[src/logic/radio_regs_pkg.sv]
`default_nettype none

package radio_regs_pkg;

   ////////////////////////////////////////////////////////////////////
   // Settings bus
   typedef logic [7:0] set_addr_t;

   typedef struct packed {
      logic        stb;
      set_addr_t   addr;
      logic [31:0] data;
   } set_bus_t;

   localparam set_addr_t SR_MISC      = 8'd0;            // 7 regs
   localparam set_addr_t SR_CLK_CTRL  = SR_MISC + 8'd0;
   localparam set_addr_t SR_SERDES    = SR_MISC + 8'd1;
   localparam set_addr_t SR_ADC       = SR_MISC + 8'd2;
   localparam set_addr_t SR_LED_SW    = SR_MISC + 8'd3;
   localparam set_addr_t SR_PHY_RST   = SR_MISC + 8'd4;
   localparam set_addr_t SR_LED_SRC   = SR_MISC + 8'd6;

   localparam set_addr_t SR_TIME64    = 8'd10;           // 3 regs
   localparam set_addr_t SR_TIME_HI   = SR_TIME64 + 8'd0;
   localparam set_addr_t SR_TIME_LO   = SR_TIME64 + 8'd1; // Commits the load
   localparam set_addr_t SR_TIME_MODE = SR_TIME64 + 8'd2; // Bit 0 arms for next PPS

   ////////////////////////////////////////////////////////////////////
   // Readback word map of 16 words
   localparam logic [3:0] RB_COMPAT  = 4'd0;
   localparam logic [3:0] RB_TIME_HI = 4'd1;
   localparam logic [3:0] RB_TIME_LO = 4'd2;
   localparam logic [3:0] RB_PPS_HI  = 4'd3;
   localparam logic [3:0] RB_PPS_LO  = 4'd4;
   localparam logic [3:0] RB_STATUS  = 4'd5;
   localparam logic [3:0] RB_LEDS    = 4'd6;

   // Bump when the register map changes
   localparam logic [31:0] COMPAT_NUM    = {16'd10, 16'd0}; // Major, minor
   localparam logic [31:0] RB_UNUSED     = 32'hFFFF_FFFF;
   localparam logic [7:0]  LED_SRC_RESET = 8'h1E;

   ////////////////////////////////////////////////////////////////////
   // Board control groups
   typedef struct packed {
      logic       clock_ready;
      logic [1:0] clk_en;
      logic [1:0] clk_sel;
   } clock_ctrl_t;

   typedef struct packed {
      logic enable;
      logic prbsen;
      logic loopen;
      logic rx_en;
   } serdes_ctrl_t;

   typedef struct packed {
      logic oe_a;
      logic on_a;
      logic oe_b;
      logic on_b;
   } adc_ctrl_t;

   // Low bits of the status readback word
   typedef struct packed {
      logic button;
      logic clk_status;
      logic good_sync;
      logic rx_active;
      logic tx_active;
   } status_t;

endpackage

`default_nettype wire

[src/logic/axil_pkg.sv]
`default_nettype none

package axil_pkg;

   localparam int AXIL_AW = 12; // Byte address

   typedef enum logic [1:0] {
      OKAY   = 2'b00,
      SLVERR = 2'b10
   } axil_resp_e;

   // Master to slave
   typedef struct packed {
      logic               awvalid;
      logic [AXIL_AW-1:0] awaddr;
      logic               wvalid;
      logic [31:0]        wdata;
      logic [3:0]         wstrb;
      logic               bready;
      logic               arvalid;
      logic [AXIL_AW-1:0] araddr;
      logic               rready;
   } axil_req_t;

   // Slave to master
   typedef struct packed {
      logic        awready;
      logic        wready;
      logic        bvalid;
      axil_resp_e  bresp;
      logic        arready;
      logic        rvalid;
      logic [31:0] rdata;
      axil_resp_e  rresp;
   } axil_rsp_t;

   typedef enum logic [1:0] {
      IDLE,
      WRITE_RESP,
      READ_WAIT,   // Readback mux registers the word
      READ_RESP
   } host_state_e;

endpackage

`default_nettype wire

[src/logic/host_axil_slave.sv]
`timescale 1ns/1ps
`default_nettype none

module host_axil_slave (
   input  wire                            dsp_clk,
   input  wire                            por_rst,
   input  wire axil_pkg::axil_req_t       axil_req_i,
   output axil_pkg::axil_rsp_t            axil_rsp_o,
   output radio_regs_pkg::set_bus_t       set_bus_o,
   output logic                           rb_req_o,
   output logic [3:0]                     rb_index_o,
   input  wire  [31:0]                    rb_data_i
);

   import axil_pkg::*;
   import radio_regs_pkg::*;

   host_state_e state_q;

   logic        wr_accept;
   logic        rd_accept;
   logic        wr_ok;
   logic        rd_ok;

   logic        set_stb_q;
   set_addr_t   set_addr_q;
   logic [31:0] set_data_q;
   logic        rb_req_q;
   logic [3:0]  rb_index_q;
   axil_resp_e  bresp_q;
   axil_resp_e  rresp_q;

   ////////////////////////////////////////////////////////////////////
   // Address phase
   // AW and W are taken together and a write wins over a read
   assign wr_accept = (state_q == IDLE) && axil_req_i.awvalid && axil_req_i.wvalid;
   assign rd_accept = (state_q == IDLE) && !axil_req_i.awvalid && !axil_req_i.wvalid &&
                      axil_req_i.arvalid;

   assign wr_ok = (axil_req_i.wstrb == 4'hF) && (axil_req_i.awaddr[AXIL_AW-1:10] == '0);
   assign rd_ok = (axil_req_i.araddr[AXIL_AW-1:6] == '0); // Only 16 words decoded

   always_ff @(posedge dsp_clk) begin
      if (por_rst) begin
         state_q   <= IDLE;
         set_stb_q <= 1'b0;
         rb_req_q  <= 1'b0;
      end else begin
         set_stb_q <= 1'b0; // Single cycle strobes
         rb_req_q  <= 1'b0;
         case (state_q)
            IDLE: begin
               if (wr_accept) begin
                  state_q   <= WRITE_RESP;
                  set_stb_q <= wr_ok;
               end else if (rd_accept) begin
                  state_q  <= READ_WAIT;
                  rb_req_q <= rd_ok;
               end
            end
            WRITE_RESP: begin
               if (axil_req_i.bready) state_q <= IDLE;
            end
            READ_WAIT: state_q <= READ_RESP;
            READ_RESP: begin
               if (axil_req_i.rready) state_q <= IDLE;
            end
            default: state_q <= IDLE;
         endcase
      end
   end

   // Transfer payload held until the response is taken
   always_ff @(posedge dsp_clk) begin
      if (wr_accept) begin
         set_addr_q <= axil_req_i.awaddr[9:2];
         set_data_q <= axil_req_i.wdata;
         bresp_q    <= wr_ok ? OKAY : SLVERR;
      end
      if (rd_accept) begin
         rb_index_q <= axil_req_i.araddr[5:2];
         rresp_q    <= rd_ok ? OKAY : SLVERR;
      end
   end

   ////////////////////////////////////////////////////////////////////
   // Response phase
   always_comb begin
      axil_rsp_o.awready = wr_accept;
      axil_rsp_o.wready  = wr_accept;
      axil_rsp_o.bvalid  = (state_q == WRITE_RESP);
      axil_rsp_o.bresp   = bresp_q;
      axil_rsp_o.arready = (state_q == IDLE) && !axil_req_i.awvalid && !axil_req_i.wvalid;
      axil_rsp_o.rvalid  = (state_q == READ_RESP);
      axil_rsp_o.rdata   = (rresp_q == SLVERR) ? RB_UNUSED : rb_data_i; // Mux holds its word
      axil_rsp_o.rresp   = rresp_q;
   end

   assign set_bus_o  = '{stb: set_stb_q, addr: set_addr_q, data: set_data_q};
   assign rb_req_o   = rb_req_q;
   assign rb_index_o = rb_index_q;

endmodule

`default_nettype wire

[src/logic/misc_control.sv]
`timescale 1ns/1ps
`default_nettype none

module misc_control (
   input  wire                               dsp_clk,
   input  wire                               por_rst,
   input  wire radio_regs_pkg::set_bus_t     set_bus_i,
   input  wire radio_regs_pkg::status_t      status_i,
   output radio_regs_pkg::clock_ctrl_t       clock_ctrl_o,
   output radio_regs_pkg::serdes_ctrl_t      serdes_ctrl_o,
   output radio_regs_pkg::adc_ctrl_t         adc_ctrl_o,
   output logic                              phy_reset_n_o,
   output logic [7:0]                        leds_o
);

   import radio_regs_pkg::*;

   clock_ctrl_t  clock_ctrl_q;
   serdes_ctrl_t serdes_ctrl_q;
   adc_ctrl_t    adc_ctrl_q;
   logic         phy_reset_q;
   logic [7:0]   led_sw_q;
   logic [7:0]   led_src_q;     // 1 selects hardware, 0 software
   logic [7:0]   led_hw;
   logic [7:0]   leds_q;

   ////////////////////////////////////////////////////////////////////
   // Setting registers
   always_ff @(posedge dsp_clk) begin
      if (por_rst) begin
         clock_ctrl_q  <= '0;
         serdes_ctrl_q <= '0;
         adc_ctrl_q    <= '0;
         phy_reset_q   <= 1'b0;
         led_sw_q      <= '0;
         led_src_q     <= LED_SRC_RESET;
      end else if (set_bus_i.stb) begin
         case (set_bus_i.addr)
            SR_CLK_CTRL: clock_ctrl_q  <= clock_ctrl_t'(set_bus_i.data[4:0]);
            SR_SERDES:   serdes_ctrl_q <= serdes_ctrl_t'(set_bus_i.data[3:0]);
            SR_ADC:      adc_ctrl_q    <= adc_ctrl_t'(set_bus_i.data[3:0]);
            SR_LED_SW:   led_sw_q      <= set_bus_i.data[7:0];
            SR_PHY_RST:  phy_reset_q   <= set_bus_i.data[0];
            SR_LED_SRC:  led_src_q     <= set_bus_i.data[7:0];
            default: ;                 // Not ours
         endcase
      end
   end

   assign clock_ctrl_o  = clock_ctrl_q;
   assign serdes_ctrl_o = serdes_ctrl_q;
   assign adc_ctrl_o    = adc_ctrl_q;
   assign phy_reset_n_o = ~phy_reset_q; // PHY reset pin is active low

   ////////////////////////////////////////////////////////////////////
   // LEDs
   assign led_hw = {3'b000, status_i.tx_active, status_i.rx_active,
                    status_i.clk_status, status_i.good_sync, 1'b0};

   always_ff @(posedge dsp_clk) begin
      if (por_rst) leds_q <= '0;
      else         leds_q <= (led_src_q & led_hw) | (~led_src_q & led_sw_q);
   end

   assign leds_o = leds_q;

endmodule

`default_nettype wire

[src/logic/vita_time_core.sv]
`timescale 1ns/1ps
`default_nettype none

module vita_time_core (
   input  wire                            dsp_clk,
   input  wire                            por_rst,
   input  wire radio_regs_pkg::set_bus_t  set_bus_i,
   input  wire                            pps_i,
   output logic [63:0]                    vita_time_o,
   output logic [63:0]                    vita_time_pps_o,
   output logic                           good_sync_o
);

   import radio_regs_pkg::*;

   logic [31:0] time_hi_q;       // Pending high word
   logic        mode_q;
   logic        armed_q;
   logic [63:0] armed_time_q;
   logic [63:0] time_q;
   logic [63:0] time_pps_q;
   logic        good_sync_q;
   logic [2:0]  pps_sync_q;
   logic        pps_edge;
   logic        hit_lo;
   logic        load_now;
   logic        arm_load;

   assign hit_lo   = set_bus_i.stb && (set_bus_i.addr == SR_TIME_LO);
   assign load_now = hit_lo && !mode_q;
   assign arm_load = hit_lo && mode_q;

   always_ff @(posedge dsp_clk) begin
      if (por_rst) begin
         time_hi_q <= '0;
         mode_q    <= 1'b0;
      end else if (set_bus_i.stb) begin
         if (set_bus_i.addr == SR_TIME_HI)   time_hi_q <= set_bus_i.data;
         if (set_bus_i.addr == SR_TIME_MODE) mode_q    <= set_bus_i.data[0];
      end
   end

   always_ff @(posedge dsp_clk) begin
      if (arm_load) armed_time_q <= {time_hi_q, set_bus_i.data};
   end

   ////////////////////////////////////////////////////////////////////
   // Two flop PPS sync and rising edge detect
   always_ff @(posedge dsp_clk) begin
      if (por_rst) pps_sync_q <= '0;
      else         pps_sync_q <= {pps_sync_q[1:0], pps_i};
   end

   assign pps_edge = pps_sync_q[1] & ~pps_sync_q[2];

   ////////////////////////////////////////////////////////////////////
   // Counter and PPS latch
   always_ff @(posedge dsp_clk) begin
      if (por_rst) begin
         time_q      <= '0;
         time_pps_q  <= '0;
         armed_q     <= 1'b0;
         good_sync_q <= 1'b0;
      end else begin
         if (load_now)                  time_q <= {time_hi_q, set_bus_i.data};
         else if (pps_edge && armed_q)  time_q <= armed_time_q;
         else                           time_q <= time_q + 64'd1;

         if (pps_edge) begin
            time_pps_q <= armed_q ? armed_time_q : time_q;
            if (armed_q) good_sync_q <= 1'b1; // Sticky until reset
         end

         if (arm_load)                  armed_q <= 1'b1;
         else if (pps_edge)             armed_q <= 1'b0;
      end
   end

   assign vita_time_o     = time_q;
   assign vita_time_pps_o = time_pps_q;
   assign good_sync_o     = good_sync_q;

endmodule

`default_nettype wire

[src/logic/readback_mux.sv]
`timescale 1ns/1ps
`default_nettype none

module readback_mux (
   input  wire                            dsp_clk,
   input  wire                            por_rst,
   input  wire                            rb_req_i,
   input  wire  [3:0]                     rb_index_i,
   input  wire  [63:0]                    vita_time_i,
   input  wire  [63:0]                    vita_time_pps_i,
   input  wire radio_regs_pkg::status_t   status_i,
   input  wire  [7:0]                     leds_i,
   output logic [31:0]                    rb_data_o
);

   import radio_regs_pkg::*;

   logic        req_seen_q;     // Any word selected since reset
   logic [31:0] rb_data_q;
   logic [31:0] time_lo_snap_q; // Low half taken with the high half

   always_ff @(posedge dsp_clk) begin
      if (por_rst)       req_seen_q <= 1'b0;
      else if (rb_req_i) req_seen_q <= 1'b1;
   end

   always_ff @(posedge dsp_clk) begin
      if (rb_req_i) begin
         case (rb_index_i)
            RB_COMPAT:  rb_data_q <= COMPAT_NUM;
            RB_TIME_HI: begin
               rb_data_q      <= vita_time_i[63:32];
               time_lo_snap_q <= vita_time_i[31:0];
            end
            RB_TIME_LO: rb_data_q <= time_lo_snap_q;
            RB_PPS_HI:  rb_data_q <= vita_time_pps_i[63:32];
            RB_PPS_LO:  rb_data_q <= vita_time_pps_i[31:0];
            RB_STATUS:  rb_data_q <= {27'd0, status_i};
            RB_LEDS:    rb_data_q <= {24'd0, leds_i};
            default:    rb_data_q <= RB_UNUSED;
         endcase
      end
   end

   // Unused pattern until the first request lands
   assign rb_data_o = req_seen_q ? rb_data_q : RB_UNUSED;

endmodule

`default_nettype wire

[src/logic/radio_core_top.sv]
`timescale 1ns/1ps
`default_nettype none

module radio_core_top (
   input  wire                            dsp_clk,
   input  wire                            por_rst,
   // Host port
   input  wire axil_pkg::axil_req_t       axil_req_i,
   output axil_pkg::axil_rsp_t            axil_rsp_o,
   // Board inputs
   input  wire                            pps_i,
   input  wire                            button_i,
   input  wire                            clk_status_i,
   input  wire                            rx_active_i,
   input  wire                            tx_active_i,
   // Board control
   output radio_regs_pkg::clock_ctrl_t    clock_ctrl_o,
   output radio_regs_pkg::serdes_ctrl_t   serdes_ctrl_o,
   output radio_regs_pkg::adc_ctrl_t      adc_ctrl_o,
   output logic                           phy_reset_n_o,
   output logic [7:0]                     leds_o
);

   import radio_regs_pkg::*;

   set_bus_t    set_bus;
   status_t     status;
   logic        rb_req;
   logic [3:0]  rb_index;
   logic [31:0] rb_data;
   logic [63:0] vita_time;
   logic [63:0] vita_time_pps;
   logic        good_sync;

   assign status = '{button: button_i, clk_status: clk_status_i, good_sync: good_sync,
                     rx_active: rx_active_i, tx_active: tx_active_i};

   ////////////////////////////////////////////////////////////////////
   host_axil_slave u_host (
      .dsp_clk(dsp_clk), .por_rst(por_rst),
      .axil_req_i(axil_req_i), .axil_rsp_o(axil_rsp_o), .set_bus_o(set_bus),
      .rb_req_o(rb_req), .rb_index_o(rb_index), .rb_data_i(rb_data));

   misc_control u_misc (
      .dsp_clk(dsp_clk), .por_rst(por_rst),
      .set_bus_i(set_bus), .status_i(status),
      .clock_ctrl_o(clock_ctrl_o), .serdes_ctrl_o(serdes_ctrl_o), .adc_ctrl_o(adc_ctrl_o),
      .phy_reset_n_o(phy_reset_n_o), .leds_o(leds_o));

   vita_time_core u_time (
      .dsp_clk(dsp_clk), .por_rst(por_rst),
      .set_bus_i(set_bus), .pps_i(pps_i),
      .vita_time_o(vita_time), .vita_time_pps_o(vita_time_pps), .good_sync_o(good_sync));

   readback_mux u_rb (
      .dsp_clk(dsp_clk), .por_rst(por_rst),
      .rb_req_i(rb_req), .rb_index_i(rb_index),
      .vita_time_i(vita_time), .vita_time_pps_i(vita_time_pps),
      .status_i(status), .leds_i(leds_o), .rb_data_o(rb_data));

endmodule

`default_nettype wire

[config.mk]
export PLATFORM = sky130hd
export DESIGN_NAME = radio_core_top
export DESIGN_NICKNAME = d
export VERILOG_FILES = /design/src/logic/radio_regs_pkg.sv /design/src/logic/axil_pkg.sv /design/src/logic/host_axil_slave.sv /design/src/logic/misc_control.sv /design/src/logic/vita_time_core.sv /design/src/logic/readback_mux.sv /design/src/logic/radio_core_top.sv
export SDC_FILE = /design/constraint.sdc
export NUM_CORES = 1
export LEC_CHECK = 0
export BUFFER_PORTS_ARGS = -buffer_cell sky130_fd_sc_hd__buf_2
export CAP_MARGIN = 20
export CORE_MARGIN = 2
export CORE_UTILIZATION = 35
export DETAILED_ROUTE_END_ITERATION = 6
export PLACE_DENSITY = 0.51
export SETUP_SLACK_MARGIN = 0.1
export SYNTH_ARGS = -nofsm -noshare
export SYNTH_HDL_FRONTEND = slang
export SYNTH_SLANG_ARGS = --single-unit
[constraint.sdc]
create_clock -name dsp_clk -period 3.2 [get_ports dsp_clk]
set_input_delay 0.32 -clock dsp_clk [delete_from_list [all_inputs] [get_ports dsp_clk]]
set_output_delay 0.32 -clock dsp_clk [all_outputs]
set_load 0.03 [all_outputs]
Word-level counts from Yosys, hierarchy flattened
Index checks and enable logic that the tools add are counted.
{"block": "classes", "n_eq_ne": 22, "n_reduce_logical": 32, "bitwise_logic": 10, "add_sub_neg": 1, "mux": 15}
{"op": "one-hot mux 32 bit (7 select lines)", "count": 1}
{"op": "2-to-1 mux 64 bit", "count": 3}
{"op": "adder 64 x 1 -> 64 bit (second input constant)", "count": 1}
{"op": "2-to-1 mux 32 bit", "count": 2}
{"op": "== test 8 x 4 -> 1 bit (second input constant)", "count": 3}
{"op": "AND reduction 2 bit", "count": 10}
{"op": "== test 8 x 2 -> 1 bit (second input constant)", "count": 2}
{"op": "== test 8 x 3 -> 1 bit (second input constant)", "count": 2}
{"op": "== test 4 x 3 -> 1 bit (second input constant)", "count": 3}
{"op": "2-to-1 mux 2 bit", "count": 6}
{"op": "logical AND 1 bit", "count": 10}
{"op": "AND 8 x 5 -> 8 bit", "count": 1}
{"op": "AND 8 bit", "count": 1}
{"op": "== test 4 x 2 -> 1 bit (second input constant)", "count": 2}
{"op": "== test 8 x 1 -> 1 bit (second input constant)", "count": 1}
{"op": "logical NOT 8 bit", "count": 1}
{"op": "NOT 8 bit", "count": 1}
{"op": "bitwise OR 8 bit", "count": 1}
{"op": "one-hot mux 2 bit (4 select lines)", "count": 1}
{"op": "== test 2 bit (second input constant)", "count": 3}
{"op": "logical NOT 6 bit", "count": 1}
{"op": "NOT 1 bit", "count": 5}
{"op": "== test 4 x 1 -> 1 bit (second input constant)", "count": 1}
{"op": "== test 4 bit (second input constant)", "count": 1}
{"op": "other kinds (12)", "count": 17}
{"block": "totals", "input_bits": 72, "elab_cells": 114, "regBits": 385}

Depth between registers and ports, before layout
Gate-level depths: netlist of run 1.
{"block": "depth", "depth_word": 7, "ltp_mapped": 8, "ltp_nobuf": 7}

Cells and area by module
From an unflattened synthesis of run 1, not the netlist that was laid out.
{"block": "unflattened", "hier_cells": 1593, "area_unflattened_um2": 17128.9}
{"module": "vita_time_core", "area_each_um2": 10067.2, "seq_area_each_um2": 5245.0, "cells_each": 1036, "instances": 1}
{"module": "readback_mux", "area_each_um2": 3654.8, "seq_area_each_um2": 1941.9, "cells_each": 304, "instances": 1}
{"module": "host_axil_slave", "area_each_um2": 1859.3, "seq_area_each_um2": 1461.4, "cells_each": 112, "instances": 1}
{"module": "misc_control", "area_each_um2": 1547.7, "seq_area_each_um2": 760.7, "cells_each": 141, "instances": 1}

Least setup slack after synthesis of run 1
OpenSTA, ideal clock, no wires.
{"block": "synth_path", "path_type": "flip-flop to flip-flop", "startpoint": "register u_host.set_addr_q[5]", "endpoint": "register u_time.armed_time_q[0], enable pin", "slack_ps": 189, "period_less_slack_ps": 3011, "path_buffers": 0, "stages_incl_launch_ff": 4, "required_time_ps": 2770, "arrival_ps": 2581, "cell_sequence": "edfxtp_1 nor4_1 and4b_1 and3_1"}
{"block": "synth_via", "elab_chain_cells": 3}
{"element": "from (decl)", "line_no": "host_axil_slave.sv:26", "source": "set_addr_t set_addr_q;"}
{"element": "from (signal assigned)", "line_no": "host_axil_slave.sv:76", "source": "set_addr_q <= axil_req_i.awaddr[9:2];"}
{"element": "== test 8 x 4 -> 1 bit", "line_no": "vita_time_core.sv:29", "source": "assign hit_lo = set_bus_i.stb && (set_bus_i.addr == SR_TIME_LO);"}
{"element": "logical AND 1 bit", "line_no": "vita_time_core.sv:29"}
{"element": "logical AND 1 bit", "line_no": "vita_time_core.sv:31", "source": "assign arm_load = hit_lo && mode_q;"}
{"element": "named net u_time.arm_load", "line_no": "vita_time_core.sv:27", "source": "logic arm_load;"}
{"element": "to (signal assigned)", "line_no": "vita_time_core.sv:44", "source": "if (arm_load) armed_time_q <= {time_hi_q, set_bus_i.data};"}
{"element": "to (decl)", "line_no": "vita_time_core.sv:19", "source": "logic [63:0] armed_time_q;"}
The timed path passes the listed nets, and every way through them passes these cells.
A chain may end at the register's enable or synchronous reset.

Worst setup path in the final report of run 1
{"block": "layout_path", "startpoint": "register u_time.time_q[0], in the netlist u_time.vita_time_o[0]", "endpoint": "register u_time.time_q[56], in the netlist u_time.vita_time_o[56]"}
{"block": "layout_via", "elab_chain_cells": 3}
{"element": "from (decl)", "line_no": "vita_time_core.sv:20", "source": "logic [63:0] time_q;"}
{"element": "from (signal assigned)", "line_no": "vita_time_core.sv:65", "source": "if (load_now) time_q <= {time_hi_q, set_bus_i.data};"}
{"element": "from (signal assigned)", "line_no": "vita_time_core.sv:66", "source": "else if (pps_edge && armed_q) time_q <= armed_time_q;"}
{"element": "from (signal assigned)", "line_no": "vita_time_core.sv:67", "source": "else time_q <= time_q + 64'd1;"}
{"element": "adder 64 x 1 -> 64 bit", "line_no": "vita_time_core.sv:67"}
{"element": "2-to-1 mux 64 bit", "line_no": "vita_time_core.sv:66"}
{"element": "2-to-1 mux 64 bit", "line_no": "vita_time_core.sv:65"}
No other way between the ends.

==> results of run 1 <==
## state kept, by name, summed over array words and instances, names as in the netlist, 5 cells and up
signal / cells
u_time.armed_time_q: 64
u_rb.time_lo_snap_q: 32
u_misc.led_sw_q: 8
u_host.set_data_q: 32
u_time.vita_time_o: 64
u_host.set_addr_q: 8
u_rb.rb_data_q: 32
u_misc.led_src_q: 8
u_time.time_hi_q: 32
u_misc.clock_ctrl_o: 5
u_misc.leds_o: 8
u_time.vita_time_pps_o: 64
## power by group
group | leakage (nW) | total [mW] | internal (mW) | switching, mW
logic | 2.69 | 0.388 | 0.161 | 0.227
clock network | 0.682 | 4.93 | 2.95 | 1.98
registers | 3.28 | 5.25 | 5.18 | 0.0703
## critical path, cell delays in order (launching register included)
cell and delay (ns):
dfxtp_1 0.48, ha_1 0.25, nand3_2 0.17, nor3_1 0.62, nand3_2 0.43, nor4_1 0.36
xnor2_1 0.18, o22ai_2 0.08
## synthesized netlist by cell type (all sizes together), types with 2 or more instances
cell	instances	area (um2)
nor3	21	110.1
and3	34	212.7
a221oi	25	219.0
o211ai	15	112.6
a211o	8	70.07
o22ai	30	193.9
nand4	25	192.7
nand3b	3	22.52
xor2	21	183.9
nor3b	6	45.04
nand2	204	765.7
nor2b	15	93.84
nand3	48	250.2
o21bai	4	30.03
a22oi	2	15.01
a32oi	5	43.79
dfxtp	209	4184
a31oi	10	62.56
and2	7	43.80
a21oi	100	500.5
o21ai	37	185.2
inv	14	52.55
nor2	131	496.7
a22o	12	105.1
nand4b	4	35.03
mux2	5	56.30
nor4b	2	32.53
and4	5	43.79
edfxtp	174	5225
buf	30	152.6
xnor2	37	324.1
nand2b	34	212.7
mux2i	88	880.8
clkbuf	90	337.8
nor4	15	136.4
or3	13	82.58
a211oi	80	600.6
## final cells by class
type                       count  share of cell area [%]
sequential                   383                   47.97
multi-input combinational   1056                   32.99
timing repair buffer         222                   7.811
clock buffer                  61                   6.185
tap                          607                   3.870
clock inverter                14                  0.9054
inverter                      14                  0.2678
## logic make-up after synthesis
logic type / after synthesis
buffers and inverters: 134
AND/OR/NAND/NOR: 570
AO/OA/AOI/OAI: 332
other: 1
multiplexers: 93
flip-flops: 383
adder cells (fa/ha/maj): 1
XOR/XNOR: 58
## what timing repair did
action,CTS,global route
endpoints found under the hold margin,44,0
endpoints found under the setup margin,0,0
hold buffers,44,0
## worst max path at each step
stage	startpoint	to	slack (ns)
after floorplan	u_host.set_addr_q[5]	u_time.armed_time_q[0]	0.19
after global placement	u_time.vita_time_o[0]	u_time.vita_time_o[56]	0.49
after detailed placement	u_time.vita_time_o[0]	u_time.vita_time_o[56]	0.51
after CTS	u_time.vita_time_o[0]	u_time.vita_time_o[56]	0.48
after global routing	u_time.vita_time_o[0]	u_time.vita_time_o[44]	0.36
final	u_time.vita_time_o[0]	u_time.vita_time_o[56]	0.46
## routing by layer
layer / wire length (um) / share of wire (%)
met1: 24410 / 50
met2: 20940 / 43
met3: 2609 / 5.3
met4: 860 / 1.8
met5: 0 / 0
==> impl_metrics.yaml, run 1 <==
worst_setup_path:
  cp.required_ns: 3.60
  reg2reg_from: "u_time.vita_time_o[0]"
  path_class: "reg2reg"
  reg2regPathDepth: 7
  crit_arrival_ns: 3.14
  r2r-end: "u_time.vita_time_o[56]"
  crit_fanout: 8
  worstSetupEndpointType: "register"
  rrSetupSlack_ns: 0.46
  startpoint_type: "register"
synthesis:
  synthesis.area_um2: 16400
  yosysSeqAreaShare_pct: 57.39
  synth_compound_area_share_pct: 13.30
  synth-edff-count: 174
  synthSimpleGateAreaFrac_pct: 17.09
  synth.distinct_cells: 60
  synth_top_family_by_area: "simple AND/OR/NAND/NOR gates"
  synth_xor_area_share_pct: 3.098
  ys_ff_latch: 383
  synth.mux.area_fraction_pct: 5.716
  ys_warn_count: 0
  yosys.area_share.adder_pct: 0.07631
  synthArstFlopShare_pct: 0
  synth_flop_cell: "dfxtp_1"
  syn_inst: 1572
  avgSynthCellArea_um2: 10.43
drt:
  wl_per_cell_um: 20.71
  dr_total_vias: 12349
  ant_nets: 0
  first_iter_violations: 1028
  routed_wl_mm: 48.82
  viasPerCell: 5.239
  drcViolationCount: 0
  dr.pass1.iters: 5
outcome:
  status: "finished, final reports clean"
worst_hold_path:
  whs_endpoint: "u_misc.leds_o[2]"
  min_path_type: "in2reg"
  holdPathStages: 3
  min_from: "clk_status_i"
finish:
  antenna_cells: 0
  final_area_um2: 19620
  layout_commonest_cell: "dfxtp_1"
  layout_common_cells: "dfxtp_1 (208), nand2_1 (204), edfxtp_1 (174)"
  post-route-util_pct: 42.33
  area_growth_pct: 19.68
  multi_input_area_um2: 6474
  nNetsFinal: 1792
  drive_gt1_share_pct: 15.54
  final_cells: 2357
  fill_cells: 4502
  final-seq-area_um2: 9413
grt:
  grtUsageTotal_pct: 20.07
  busiest_layer: "met1"
  grtUsageMet3_pct: 2.914
  grt_pass1_wl_mm: 74.46
  grt_pass1_vias: 11866
  antenna_found_initial: 0
  overflow: 0
  gr-usage-met1_pct: 30.95
  grt_max_degree: 130
  gr-usage-met2_pct: 29.39
placed_design:
  port_buffers: 128
  dp_cells: 2238
  detailedPlacementHpwl_mm: 33.30
  pre_cts_ws_ns: 0.5065
  post_dp_cell_area_um2: 17790
  gp_congestion: 0.8340
timing:
  final_hold_viol_count: 0
  worstMarginPinSlew_ns: 0.9589
  final-setup-viol-count: 0
  whs_ns: 0.03004
  fin_setup_tns_ns: 0
  fmax_mhz: 365.1
  slew_headroom_pct: 36.07
  setup_ws_ns: 0.4611
  rsz0062_at_grt: "false"
  fin_crit_sh_pct: 85.59
  finalClockSkew_ns: 0.02145
  drv_slew: 0
  period_needed_ns: 2.739
flow_run:
  max-cap-violations: 0
clock_tree:
  cts_tree: "yes"
  cts.repair.resized: 0
  clk_path_buf_depth: 3
  clock_sinks: 383
  ctsHtreeMaxLevel: 2
  root_buffer: "clkbuf_16"
  cts_setup_buffers: 0
  cts-buffers-inserted: 42
  clkTransAtPathRegs_ns: 0.06
  worstSkewPairLatency_ns: 0.56
pwr:
  power_density_nw_per_um2: 538.7
  leakage_nw: 6.659
  totalPowerFinal_mw: 10.57
  ir_drop_mv: 0.2599
floorplanning:
  die_h_um: 220.4
  die-area_um2: 48590
  die_w_um: 220.4
  core_area_um2: 46360
  io_pins: 135
  rows: 79
  initial_core_util_pct: 35.37
No activity file was read; power rests on OpenSTA's default activity.
==> run 2, diff against run 1 <==
- BUFFER_PORTS_ARGS: -buffer_cell sky130_fd_sc_hd__buf_2 -> -buffer_cell sky130_fd_sc_hd__clkbuf_2
- MAX_ROUTING_LAYER: default -> met4
==> impl_metrics.yaml, run 2 (synthesized netlist as in run 1, its figures left out) <==
outcome:
  status: "finished, final reports clean"
worst_hold_path:
  min_path_type: "in2reg"
  holdPathStages: 2
worst_setup_path:
  crit_arrival_ns: 2.99
  crit_fanout: 9
  cp_cell_sequence: "nor4_1 > and4b_1 > and3b_2 > nor2_1 > buf_4 > a2111oi_2"
  cp.required_ns: 3.64
  crit_slowest_cell: "nor4_1"
  path_class: "reg2reg"
  startpoint_type: "register"
  max_stage_delay_ns: 0.59
  worstSetupEndpointType: "register"
  reg2regPathDepth: 6
timing:
  slew_headroom_pct: 33.13
  worstMarginPinSlew_ns: 1.003
  rsz0062_at_grt: "false"
  final-setup-viol-count: 0
  final_hold_viol_count: 0
  finalClockSkew_ns: 0.02365
  fin_crit_sh_pct: 79.76
  fin_setup_tns_ns: 0
  setup_ws_ns: 0.6478
  period_needed_ns: 2.552
  drv_slew: 0
  fmax_mhz: 391.8
pwr:
  intPower_mw: 8.038
  seq_power_share_pct: 50.9
  combPwrFrac_pct: 3.8
  p_switching_mw: 2.261
  swShare_pct: 21.95
  power_density_nw_per_um2: 527.1
  ir_drop_mv: 0.2922
  leakage_nw: 6.663
  clkPwrFrac_pct: 45.2
floorplanning:
  io_pins: 135
  die_h_um: 220.4
  initial_core_util_pct: 35.37
  die-area_um2: 48590
  core_area_um2: 46360
  die_w_um: 220.4
  rows: 79
drt:
  dr.pass1.iters: 5
  drcViolationCount: 0
  ant_nets: 0
  viasPerCell: 5.295
  dr_total_vias: 12491
  first_iter_violations: 1215
  routed_wl_mm: 49.25
  wl_per_cell_um: 20.88
clock_tree:
  root_buffer: "clkbuf_16"
  cts.repair.resized: 0
  cts-buffers-inserted: 41
  cts_setup_buffers: 0
  clkTransAtPathRegs_ns: 0.06
  clk_path_buf_depth: 3
  clock_sinks: 383
  worstSkewPairLatency_ns: 0.55
  ctsHtreeMaxLevel: 2
  cts_tree: "yes"
grt:
  grt_pass1_wl_mm: 74.54
  antenna_found_initial: 0
  grt_pass1_vias: 11935
  grtUsageTotal_pct: 20.81
  grt_max_degree: 120
  overflow: 0
finish:
  final_cells: 2359
  drive_gt1_share_pct: 15.53
  layout_common_cells: "dfxtp_1 (208), nand2_1 (204), edfxtp_1 (174)"
  area_growth_pct: 19.18
  final-seq-area_um2: 9413
  fill_cells: 4489
  layout_commonest_cell: "dfxtp_1"
  multi_input_area_um2: 6476
  antenna_cells: 0
  nNetsFinal: 1793
flow_run:
  max-cap-violations: 0
placed_design:
  gp_congestion: 0.8418
  pre_cts_ws_ns: 0.6353
  dp_cells: 2239
  port_buffers: 128
  detailedPlacementHpwl_mm: 33.38
[run 2: final cells by class]
| cell class | instances | share of cell area (%) |
|---|---|---|
| tap | 607 | 3.887 |
| clock buffer | 62 | 6.013 |
| timing repair buffer | 224 | 7.902 |
| multi-input combinational | 1056 | 33.14 |
| clock inverter | 13 | 0.6147 |
| inverter | 14 | 0.2689 |
| sequential | 383 | 48.17 |
[run 2: path summary, 6_finish.rpt]
path,start,to,slack (ns)
max,u_host.set_addr_q[5],u_time.vita_time_o[49],0.65
min,pps_i,u_time.pps_sync_q[0],0.01
max reg2reg,u_host.set_addr_q[5],u_time.vita_time_o[49],0.65
min reg2reg,u_misc.led_src_q[7],u_misc.leds_o[7],0.42
[run 2: critical path: cells and delay by family, from the launching register on]
family / cells / cell delay [ns]
AO/OA/AOI/OAI: 1 / 0.31
buffers and inverters: 1 / 0.25
flip-flops: 1 / 0.37
AND/OR/NAND/NOR: 4 / 1.53
[run 2: timing repair]
action | CTS | global route
hold buffers | 44 | 0
endpoints found under the setup margin | 0 | 0
endpoints found under the hold margin | 44 | 0
[run 2: metal layers]
layer  global-route usage [%]  vias up  share of wire [%]
met1                    31.39     6054                 50
met3                    2.832       51                6.1
met2                    29.45      363                 43
met4                    4.564        0                1.6
li1                         -     6023                  -
met5                        -        -                  0
[run 2: power groups by stage]
stage | registers, mW | clock network (mW) | logic, mW
after detailed placement | 5.35 | 0 | 0.354
after floorplan | 5.33 | 0 | 0.221
after global routing | 5.25 | 4.95 | 0.437
after global placement | 5.35 | 0 | 0.350
final | 5.25 | 4.66 | 0.394
after CTS | 5.25 | 4.75 | 0.397
[run 2: metrics by stage]
stage	cell area, um2	util, %	power, mW	hold slack, ns
2_1_floorplan	16400	-	5.548	0.3971
3_3_place_gp	17780	38.36	5.698	0.4077
3_5_place_dp	17800	38.39	5.706	0.4141
4_1_cts	19530	42.13	10.39	0.009877
5_1_grt	19540	42.15	10.64	0.02156
6_report	19540	42.15	10.30	0.01127
